--- src/source/io_pkg.sv ---
`default_nettype none

package io_pkg;

	// register port widths.
	localparam int DATA_W = 16;
	localparam int ADDR_W = 8; // upper nibble is the block, lower nibble the register.

	// block select codes on address[7:4].
	localparam logic [3:0] BLK_IRQ   = 4'd0;
	localparam logic [3:0] BLK_AUDIO = 4'd1;
	localparam logic [3:0] BLK_SPI   = 4'd2;
	localparam logic [3:0] BLK_VIDEO = 4'd3;

	// Video timing, in pixels per line and lines per frame.
	localparam int H_TOTAL = 64;
	localparam int H_SYNC  = 8;
	localparam int V_TOTAL = 16;
	localparam int V_SYNC  = 2;
	localparam int H_CNT_W = $clog2(H_TOTAL);
	localparam int V_CNT_W = $clog2(V_TOTAL);

	localparam int IRQ_N = 4; // hsync, vsync, audio, spi in priority order.

	// The SPI read frame is a command byte, three address bytes, then one data word.
	localparam int FLASH_CMD_BITS  = 8;
	localparam int FLASH_ADDR_BITS = 24;
	localparam int FLASH_DATA_BITS = 16;
	localparam int SPI_TX_W  = FLASH_CMD_BITS + FLASH_ADDR_BITS;
	localparam int SPI_CNT_W = $clog2(SPI_TX_W + FLASH_DATA_BITS);

	typedef enum logic [2:0] {
		SPI_IDLE,
		SPI_CMD,
		SPI_ADDR,
		SPI_DATA,
		SPI_DONE
	} spi_state_t;

	// only the plain read opcode is issued by this design.
	typedef enum logic [7:0] {
		FLASH_READ = 8'h03
	} flash_cmd_t;

endpackage

`default_nettype wire

--- src/source/audio_sample_timer.sv ---
`default_nettype none

module audio_sample_timer (
	input  wire logic                      CLK,
	input  wire logic                      RSTb,
	input  wire logic [3:0]                reg_addr,
	input  wire logic                      wr,
	input  wire logic [io_pkg::DATA_W-1:0] data_in,
	output logic      [io_pkg::DATA_W-1:0] rdata,
	output logic                           irq_audio
);

	import io_pkg::*;

	logic [DATA_W-1:0] divider;
	logic              enable;
	logic [DATA_W-1:0] count;

	// register writes.
	always_ff @(posedge CLK) begin
		if (!RSTb) begin
			divider <= '0;
			enable  <= 1'b0;
		end else if (wr) begin
			if (reg_addr == 4'h0) begin
				divider <= data_in;
			end
			if (reg_addr == 4'h1) begin
				enable <= data_in[0];
			end
		end
	end

	// The counter runs from the divider down to zero, so one period is divider+1 cycles.
	always_ff @(posedge CLK) begin
		if (!RSTb) begin
			count     <= '0;
			irq_audio <= 1'b0;
		end else begin
			irq_audio <= enable && (count == '0);
			if (!enable || count == '0) begin
				count <= divider; // a stopped timer sits preloaded.
			end else begin
				count <= count - 1'b1;
			end
		end
	end

	always_comb begin
		case (reg_addr)
			4'h0:    rdata = divider;
			4'h1:    rdata = {{(DATA_W - 1){1'b0}}, enable};
			4'h2:    rdata = count;
			default: rdata = '0;
		endcase
	end

endmodule

`default_nettype wire

--- src/source/interrupt_controller.sv ---
`default_nettype none

module interrupt_controller (
	input  wire logic                      CLK,
	input  wire logic                      RSTb,
	input  wire logic [3:0]                reg_addr,
	input  wire logic                      wr,
	input  wire logic [io_pkg::DATA_W-1:0] data_in,
	input  wire logic                      irq_hsync,
	input  wire logic                      irq_vsync,
	input  wire logic                      irq_audio,
	input  wire logic                      irq_spi,
	output logic      [io_pkg::DATA_W-1:0] rdata,
	output logic                           interrupt,
	output logic      [3:0]                irq
);

	import io_pkg::*;

	logic [IRQ_N-1:0] enable;
	logic [IRQ_N-1:0] pending;
	logic [IRQ_N-1:0] irq_in;
	logic [IRQ_N-1:0] clear_mask;
	logic [IRQ_N-1:0] pend_en;
	logic [3:0]       irq_next;

	// bit 0 has the highest priority.
	assign irq_in = {irq_spi, irq_audio, irq_vsync, irq_hsync};

	// A clear is applied at the same edge that captures the write.
	assign clear_mask = (wr && reg_addr == 4'h1) ? data_in[IRQ_N-1:0] : '0;
	assign pend_en    = pending & enable;

	// Scan from the lowest priority up so the lowest index is left standing.
	always_comb begin
		irq_next = 4'd0;
		for (int i = IRQ_N - 1; i >= 0; i--) begin
			if (pend_en[i]) begin
				irq_next = 4'(i + 1);
			end
		end
	end

	always_ff @(posedge CLK) begin
		if (!RSTb) begin
			enable    <= '0;
			pending   <= '0;
			irq       <= 4'd0;
			interrupt <= 1'b0;
		end else begin
			if (wr && reg_addr == 4'h0) begin
				enable <= data_in[IRQ_N-1:0];
			end
			pending   <= (pending & ~clear_mask) | irq_in; // a fresh pulse beats a clear.
			irq       <= irq_next;
			interrupt <= (irq_next != 4'd0);
		end
	end

	// The clear register is write-only and reads back as zero.
	always_comb begin
		case (reg_addr)
			4'h0: begin
				rdata = {{(DATA_W - IRQ_N){1'b0}}, enable};
			end
			4'h2: begin
				rdata = {{(DATA_W - IRQ_N){1'b0}}, pending};
			end
			default: begin
				rdata = '0;
			end
		endcase
	end

endmodule

`default_nettype wire

--- src/source/io_bus_decode.sv ---
`default_nettype none

module io_bus_decode (
	input  wire logic [io_pkg::ADDR_W-1:0] address,
	input  wire logic                      wr,
	input  wire logic [io_pkg::DATA_W-1:0] irq_rdata,
	input  wire logic [io_pkg::DATA_W-1:0] audio_rdata,
	input  wire logic [io_pkg::DATA_W-1:0] spi_rdata,
	input  wire logic [io_pkg::DATA_W-1:0] video_rdata,
	output logic      [3:0]                reg_addr,
	output logic                           irq_wr,
	output logic                           audio_wr,
	output logic                           spi_wr,
	output logic                           video_wr,
	output logic      [io_pkg::DATA_W-1:0] data_out
);

	import io_pkg::*;

	logic [3:0] blk;

	assign blk      = address[ADDR_W-1:4];
	assign reg_addr = address[3:0]; // every block sees the same register offset.

	// Only one strobe can be high, since the block codes are distinct.
	assign irq_wr   = wr && (blk == BLK_IRQ);
	assign audio_wr = wr && (blk == BLK_AUDIO);
	assign spi_wr   = wr && (blk == BLK_SPI);
	assign video_wr = wr && (blk == BLK_VIDEO);

	// Reads complete in the same cycle, so this mux is purely combinational.
	always_comb begin
		case (blk)
			BLK_IRQ: begin
				data_out = irq_rdata;
			end
			BLK_AUDIO: begin
				data_out = audio_rdata;
			end
			BLK_SPI: begin
				data_out = spi_rdata;
			end
			BLK_VIDEO: begin
				data_out = video_rdata;
			end
			default: begin
				data_out = '0; // unmapped blocks read as zero.
			end
		endcase
	end

endmodule

`default_nettype wire

--- src/source/io_subsystem.sv ---
`default_nettype none

module io_subsystem (
	input  wire logic                      CLK,
	input  wire logic                      RSTb,
	input  wire logic [io_pkg::ADDR_W-1:0] address,
	input  wire logic [io_pkg::DATA_W-1:0] data_in,
	output logic      [io_pkg::DATA_W-1:0] data_out,
	input  wire logic                      wr,
	output logic                           spi_sck,
	output logic                           spi_cs_n,
	output logic                           spi_mosi,
	input  wire logic                      spi_miso,
	output logic                           hsync,
	output logic                           vsync,
	output logic                           interrupt,
	output logic      [3:0]                irq
);

	import io_pkg::*;

	logic [3:0]        reg_addr;
	logic              irq_wr;
	logic              audio_wr;
	logic              spi_wr;
	logic [DATA_W-1:0] irq_rdata;
	logic [DATA_W-1:0] audio_rdata;
	logic [DATA_W-1:0] spi_rdata;
	logic [DATA_W-1:0] video_rdata;
	logic              irq_hsync;
	logic              irq_vsync;
	logic              irq_audio;
	logic              irq_spi;

	// video has no writable registers, so its strobe is left open.
	io_bus_decode io_bus_decode_inst (
		.address     (address),
		.wr          (wr),
		.irq_rdata   (irq_rdata),
		.audio_rdata (audio_rdata),
		.spi_rdata   (spi_rdata),
		.video_rdata (video_rdata),
		.reg_addr    (reg_addr),
		.irq_wr      (irq_wr),
		.audio_wr    (audio_wr),
		.spi_wr      (spi_wr),
		.video_wr    (),
		.data_out    (data_out)
	);

	video_timing video_timing_inst (
		.CLK       (CLK),
		.RSTb      (RSTb),
		.hsync     (hsync),
		.vsync     (vsync),
		.irq_hsync (irq_hsync),
		.irq_vsync (irq_vsync),
		.rdata     (video_rdata)
	);

	audio_sample_timer audio_sample_timer_inst (
		.CLK       (CLK),
		.RSTb      (RSTb),
		.reg_addr  (reg_addr),
		.wr        (audio_wr),
		.data_in   (data_in),
		.rdata     (audio_rdata),
		.irq_audio (irq_audio)
	);

	spi_flash_reader spi_flash_reader_inst (
		.CLK      (CLK),
		.RSTb     (RSTb),
		.reg_addr (reg_addr),
		.wr       (spi_wr),
		.data_in  (data_in),
		.spi_miso (spi_miso),
		.rdata    (spi_rdata),
		.irq_spi  (irq_spi),
		.spi_sck  (spi_sck),
		.spi_cs_n (spi_cs_n),
		.spi_mosi (spi_mosi)
	);

	interrupt_controller interrupt_controller_inst (
		.CLK       (CLK),
		.RSTb      (RSTb),
		.reg_addr  (reg_addr),
		.wr        (irq_wr),
		.data_in   (data_in),
		.irq_hsync (irq_hsync),
		.irq_vsync (irq_vsync),
		.irq_audio (irq_audio),
		.irq_spi   (irq_spi),
		.rdata     (irq_rdata),
		.interrupt (interrupt),
		.irq       (irq)
	);

endmodule

`default_nettype wire

--- src/source/spi_flash_reader.sv ---
`default_nettype none

module spi_flash_reader (
	input  wire logic                      CLK,
	input  wire logic                      RSTb,
	input  wire logic [3:0]                reg_addr,
	input  wire logic                      wr,
	input  wire logic [io_pkg::DATA_W-1:0] data_in,
	input  wire logic                      spi_miso,
	output logic      [io_pkg::DATA_W-1:0] rdata,
	output logic                           irq_spi,
	output logic                           spi_sck,
	output logic                           spi_cs_n,
	output logic                           spi_mosi
);

	import io_pkg::*;

	spi_state_t           state;
	logic                 sck;
	logic                 cs_n;
	logic [SPI_CNT_W-1:0] bit_cnt; // counts every bit of the frame, command through data.
	logic [DATA_W-1:0]    flash_addr;
	logic [SPI_TX_W-1:0]  tx_shift;
	logic [DATA_W-1:0]    rx_data;
	logic                 start;
	logic                 busy;
	logic                 shifting;

	assign start    = wr && (reg_addr == 4'h1) && data_in[0];
	assign shifting = state inside {SPI_CMD, SPI_ADDR, SPI_DATA};
	assign busy     = shifting; // busy is already low in the done cycle.

	always_ff @(posedge CLK) begin
		if (!RSTb) begin
			state      <= SPI_IDLE;
			sck        <= 1'b0;
			cs_n       <= 1'b1;
			bit_cnt    <= '0;
			flash_addr <= '0;
		end else begin
			if (wr && reg_addr == 4'h0) begin
				flash_addr <= data_in;
			end
			case (state)
				SPI_IDLE: begin
					if (start) begin // a start while busy never reaches here.
						state   <= SPI_CMD;
						cs_n    <= 1'b0;
						bit_cnt <= '0;
					end
				end
				SPI_CMD, SPI_ADDR, SPI_DATA: begin
					sck <= ~sck;
					// Each bit ends on the falling edge of sck.
					if (sck) begin
						bit_cnt <= bit_cnt + 1'b1;
						if (bit_cnt == SPI_CNT_W'(FLASH_CMD_BITS - 1)) begin
							state <= SPI_ADDR;
						end else if (bit_cnt == SPI_CNT_W'(SPI_TX_W - 1)) begin
							state <= SPI_DATA;
						end else if (bit_cnt == SPI_CNT_W'(SPI_TX_W + FLASH_DATA_BITS - 1)) begin
							state <= SPI_DONE;
							cs_n  <= 1'b1;
						end
					end
				end
				SPI_DONE: begin
					state <= SPI_IDLE;
				end
				default: begin
					state <= SPI_IDLE;
				end
			endcase
		end
	end

	// The command and the address leave MSB first, and mosi moves with the falling edge.
	always_ff @(posedge CLK) begin
		if (state == SPI_IDLE && start) begin
			tx_shift <= {FLASH_READ, {(FLASH_ADDR_BITS - DATA_W){1'b0}}, flash_addr};
		end else if (shifting && sck) begin
			tx_shift <= {tx_shift[SPI_TX_W-2:0], 1'b0};
		end
		// miso is captured as sck rises.
		if (state == SPI_DATA && !sck) begin
			rx_data <= {rx_data[DATA_W-2:0], spi_miso};
		end
	end

	assign spi_sck  = sck;
	assign spi_cs_n = cs_n;
	assign spi_mosi = tx_shift[SPI_TX_W-1];
	assign irq_spi  = (state == SPI_DONE);

	always_comb begin
		case (reg_addr)
			4'h0:    rdata = flash_addr;
			4'h1:    rdata = {{(DATA_W - 1){1'b0}}, busy};
			4'h2:    rdata = rx_data;
			default: rdata = '0;
		endcase
	end

endmodule

`default_nettype wire

--- src/source/video_timing.sv ---
`default_nettype none

module video_timing (
	input  wire logic                      CLK,
	input  wire logic                      RSTb,
	output logic                           hsync,
	output logic                           vsync,
	output logic                           irq_hsync,
	output logic                           irq_vsync,
	output logic      [io_pkg::DATA_W-1:0] rdata
);

	import io_pkg::*;

	logic [H_CNT_W-1:0] pixel;
	logic [V_CNT_W-1:0] line;
	logic               line_end;

	assign line_end = (pixel == H_CNT_W'(H_TOTAL - 1));

	// pixel counter wraps every line, line counter wraps every frame.
	always_ff @(posedge CLK) begin
		if (!RSTb) begin
			pixel <= '0;
			line  <= '0;
		end else begin
			if (line_end) begin
				pixel <= '0;
				if (line == V_CNT_W'(V_TOTAL - 1)) begin
					line <= '0;
				end else begin
					line <= line + 1'b1;
				end
			end else begin
				pixel <= pixel + 1'b1;
			end
		end
	end

	assign hsync = (pixel < H_CNT_W'(H_SYNC)); // sync at the start of each line.
	assign vsync = (line < V_CNT_W'(V_SYNC));

	// The interrupt pulses mark the first pixel of a line and of a frame.
	assign irq_hsync = (pixel == '0);
	assign irq_vsync = (pixel == '0) && (line == '0);

	// The CPU can poll which line is being scanned.
	assign rdata = {{(DATA_W - V_CNT_W){1'b0}}, line};

endmodule

`default_nettype wire
--- config.mk ---
export PLATFORM = sky130hd
export DESIGN_NAME = io_subsystem
export DESIGN_NICKNAME = d
export VERILOG_FILES = /design/src/source/io_pkg.sv /design/src/source/audio_sample_timer.sv /design/src/source/interrupt_controller.sv /design/src/source/io_bus_decode.sv /design/src/source/io_subsystem.sv /design/src/source/spi_flash_reader.sv /design/src/source/video_timing.sv
export SDC_FILE = /design/constraint.sdc
export NUM_CORES = 1
export LEC_CHECK = 0
export BUFFER_PORTS_ARGS = -buffer_cell sky130_fd_sc_hd__buf_2
export CAP_MARGIN = 20
export CORE_UTILIZATION = 55
export CTS_CLUSTER_DIAMETER = 80
export DETAILED_ROUTE_END_ITERATION = 8
export PLACE_DENSITY = 0.75
export SYNTH_ARGS = -nofsm -noshare
export SYNTH_HDL_FRONTEND = slang
export SYNTH_SLANG_ARGS = --single-unit
--- constraint.sdc ---
create_clock -name CLK -period 6 [get_ports CLK]
set_input_delay 0.3 -clock CLK [delete_from_list [all_inputs] [get_ports CLK]]
set_output_delay 0.3 -clock CLK [all_outputs]
set_load 0.05 [all_outputs]
==> flow_metrics.env <==
export IMPL_clock_sink_count=131
export IMPL_tritoncts_clock_tree="done"
export IMPL_cts_buffers_inserted=17
export IMPL_hpwl_um=9150
export IMPL_cp_end_kind="output pin"
export IMPL_setup_total_negative_slack_ps=0
export IMPL_dr_pass1_iters=5
export IMPL_drt_antenna_violating_nets=0
export IMPL_run_status="finished, final reports clean"
export IMPL_setup_worst_path_start_class="register"
export IMPL_most_common_cell_after_layout_fill_and_taps_aside="sky130_fd_sc_hd__dfxtp_1"
export IMPL_clk_pin_slew_worst_paths_ps=50
export IMPL_maxCapViolations=0
export IMPL_fmax_mhz=403
export IMPL_finalWorstPathRequiredPeriod_ps=2480
export IMPL_final_period_utilization_pct=41.4
export IMPL_wirelength_um=13200
export IMPL_fp_coreArea_mm2=0.0104
export IMPL_post_synth_inst_count=591
export IMPL_drt_initial_drc_count=299
export IMPL_ys_types=68
export IMPL_post_synth_main_area_contributors="sky130_fd_sc_hd__dfxtp_1, sky130_fd_sc_hd__edfxtp_1, sky130_fd_sc_hd__mux2i_1, sky130_fd_sc_hd__nor2_1, sky130_fd_sc_hd__nand2_1"
export IMPL_grt_antenna_before_repair=0
export IMPL_average_size_of_a_mapped_cell_um2=10.1
export IMPL_port_buffers=52
export IMPL_cts_hold_buf=1
export IMPL_pwr_cell_area_mw_per_mm2=288
export IMPL_synthesis_nets=626
export IMPL_synth_cell_area_mm2=0.00597
export IMPL_htreeDepth=4
export IMPL_first_global_vias=4489
export IMPL_drive_gt1_share_pct=17.1
export IMPL_max_slew_margin_rel_pct=29.4
export IMPL_setup_viol=0
export IMPL_timing_clock_skew_ps=7.48
export IMPL_final_cells=785
export IMPL_cp_max_fo=10
export IMPL_clock_insertion_delay_worst_skew_ps=530
export IMPL_die_height_um=106
export IMPL_first_pass_grt_wire_length_um=21600
export IMPL_gp_congestion=0.939
export IMPL_yosys_area_top_type_share_pct=33.2
export IMPL_cp_required_ps=5700
export IMPL_cts_setup_buffers=0
export IMPL_hold_path_class="primary input to register"
export IMPL_number_of_enable_flip_flop_cells_after_synthesis=32
export IMPL_dominantRegCellSynth="sky130_fd_sc_hd__dfxtp_1"
export IMPL_yosys_warnings=0
export IMPL_fp_row_count=37
export IMPL_dpl_cell_area_mm2=0.00625
export IMPL_pin_count=54
export IMPL_start_util_pct=57.3
export IMPL_worst_slew_pin_slew_ps=1060
export IMPL_hold_fails_final_rpt=0
export IMPL_floorplan_die_area_mm2=0.0113
export IMPL_synth_async_sr_flop_share_pct=0
export IMPL_layout_common_cells="sky130_fd_sc_hd__dfxtp_1, sky130_fd_sc_hd__mux2i_1, sky130_fd_sc_hd__nor2_1"
export IMPL_num_antenna_cells=0
export IMPL_syn_to_final_growth_pct=14.6
export IMPL_static_leakage_power_nw=2.72
export IMPL_synth_seq_cells=131
export IMPL_maxSlewViolCount=0
export IMPL_grt_remaining_overflow=0
export IMPL_fin_nets=671
export IMPL_final_cell_area_mm2=0.00685
export IMPL_maximum_number_of_pins_on_one_net_before_global_route_repair=49
export IMPL_layout_filler_cells=809
export IMPL_cts_root_buf="sky130_fd_sc_hd__clkbuf_8"
export IMPL_track_usage_pct=24.9
export IMPL_vdd_ir_drop_max_uv=310
export IMPL_routed_via_density=5.83
export IMPL_post_drt_wl_per_cell_um=16.8
export IMPL_post_cts_resized_instances=0
export IMPL_dieWidth_um=106
export IMPL_via_count=4580
export IMPL_number_of_buffers_on_the_longest_clock_path=2
export IMPL_grt_setup_unrepaired="false"
export IMPL_timing_worst_setup_path_type="register to output pin"
export IMPL_worst_ep_arrival_time_ps=2180
export IMPL_synthDominantAreaCellType="sky130_fd_sc_hd__dfxtp_1"
export IMPL_drc_errors=0
export IMPL_synth_sequential_area_ratio_pct=49.3
export IMPL_placed_cells=750
==> cell type report <==
cell class	count	area [um2]	area share [%]
Clock buffer	27	503	7.35
Clock inverter	5	50.0	0.731
Inverter	13	48.8	0.713
Multi-Input combinational cell	414	2800	40.9
Sequential cell	131	2940	43.0
Tap cell	136	170	2.49
Timing Repair Buffer	59	328	4.79
==> kinds of logic after synthesis <==
group	synth area share, %
and+or+nand+nor	16.4
DFF	49.3
AOI/OAI and AO/OA	10.7
muxes	15.1
buffers and inverters	4.04
xor gates and xnor gates	2.93
adders and majority gates	1.47
other	0.0628
==> per-stage QoR <==
| stage | setup slack [ps] | hold slack [ps] | power (W) | util (%) |
|---|---|---|---|---|
| after global placement | 3140 | 429 | 0.00103 | 60.0 |
| after floorplan | 3570 | 399 | 0.00100 | - |
| after CTS | 3500 | 23.0 | 0.00199 | 65.5 |
| final | 3520 | 52.7 | 0.00197 | 65.7 |
| after detailed placement | 3080 | 437 | 0.00103 | 60.0 |
| after global routing | 3430 | 44.2 | 0.00204 | 65.7 |
==> Yosys cell counts (5+ instances only) <==
master / number
sky130_fd_sc_hd__a22o_1: 5
sky130_fd_sc_hd__edfxtp_1: 32
sky130_fd_sc_hd__xor2_1: 13
sky130_fd_sc_hd__dfxtp_1: 99
sky130_fd_sc_hd__nand2_1: 57
sky130_fd_sc_hd__nor3_1: 5
sky130_fd_sc_hd__and3_1: 5
sky130_fd_sc_hd__nor2_1: 73
sky130_fd_sc_hd__ha_1: 7
sky130_fd_sc_hd__xnor2_1: 7
sky130_fd_sc_hd__o22ai_1: 15
sky130_fd_sc_hd__inv_1: 13
sky130_fd_sc_hd__nand3_1: 19
sky130_fd_sc_hd__a21oi_1: 27
sky130_fd_sc_hd__clkbuf_1: 19
sky130_fd_sc_hd__a211oi_1: 7
sky130_fd_sc_hd__mux2_2: 11
sky130_fd_sc_hd__o21ai_0: 17
sky130_fd_sc_hd__mux2i_1: 73
==> final timing paths <==
| path | from | end | slack [ps] | cells after the start |
|---|---|---|---|---|
| worst min-delay path | data_in[5] | spi_flash_reader_inst.flash_addr[5]$_SDFFE_PN0P_ | 50 | 3 |
| worst max-delay path | spi_flash_reader_inst.state[2]$_SDFFE_PN0P_ | data_out[0] | 3520 | 5 |
| worst max register to register | spi_flash_reader_inst.state[2]$_SDFFE_PN0P_ | spi_flash_reader_inst.tx_shift[13]$_DFFE_PP_ | 3640 | 3 |
| worst min register to register | audio_sample_timer_inst.irq_audio$_SDFF_PN0_ | interrupt_controller_inst.pending[2]$_SDFF_PN0_ | 450 | 1 |
==> power breakdown <==
part | switching [W] | total, W | internal, W
clock network | 0.000353 | 0.000957 | 0.000605
logic | 0.0000512 | 0.0000834 | 0.0000322
registers | 0.0000107 | 0.000930 | 0.000919
==> flip-flops by register name (all words and copies together) (netlist names), 3 cells and up <==
| register | count |
|---|---|
| interrupt_controller_inst.pending | 4 |
| interrupt_controller_inst.enable | 4 |
| interrupt_controller_inst.irq | 3 |
| spi_flash_reader_inst.bit_cnt | 6 |
| spi_flash_reader_inst.tx_shift | 32 |
| audio_sample_timer_inst.count | 16 |
| video_timing_inst.line | 4 |
| video_timing_inst.pixel | 6 |
| spi_flash_reader_inst.rx_data | 16 |
| spi_flash_reader_inst.state | 3 |
| audio_sample_timer_inst.divider | 16 |
| spi_flash_reader_inst.flash_addr | 16 |
==> critical path, stage by stage (launching register included) <==
cell	delay, ps
sky130_fd_sc_hd__dfxtp_1	530
sky130_fd_sc_hd__o21ba_2	290
sky130_fd_sc_hd__o2bb2ai_1	150
sky130_fd_sc_hd__a22o_1	240
sky130_fd_sc_hd__a22o_1	230
sky130_fd_sc_hd__buf_2	210
==> metal layers <==
metal | wire length (um) | GRT usage (%) | vias up | share of wire, %
li1 | - | - | 2211 | -
met1 | 5840 | 31.3 | 2170 | 44
met2 | 6170 | 39.7 | 174 | 47
met3 | 896 | 8.34 | 25 | 6.8
met4 | 247 | 9.42 | 0 | 1.9
met5 | 0 | 0 | - | 0
(Power assumes the default switching activity.)
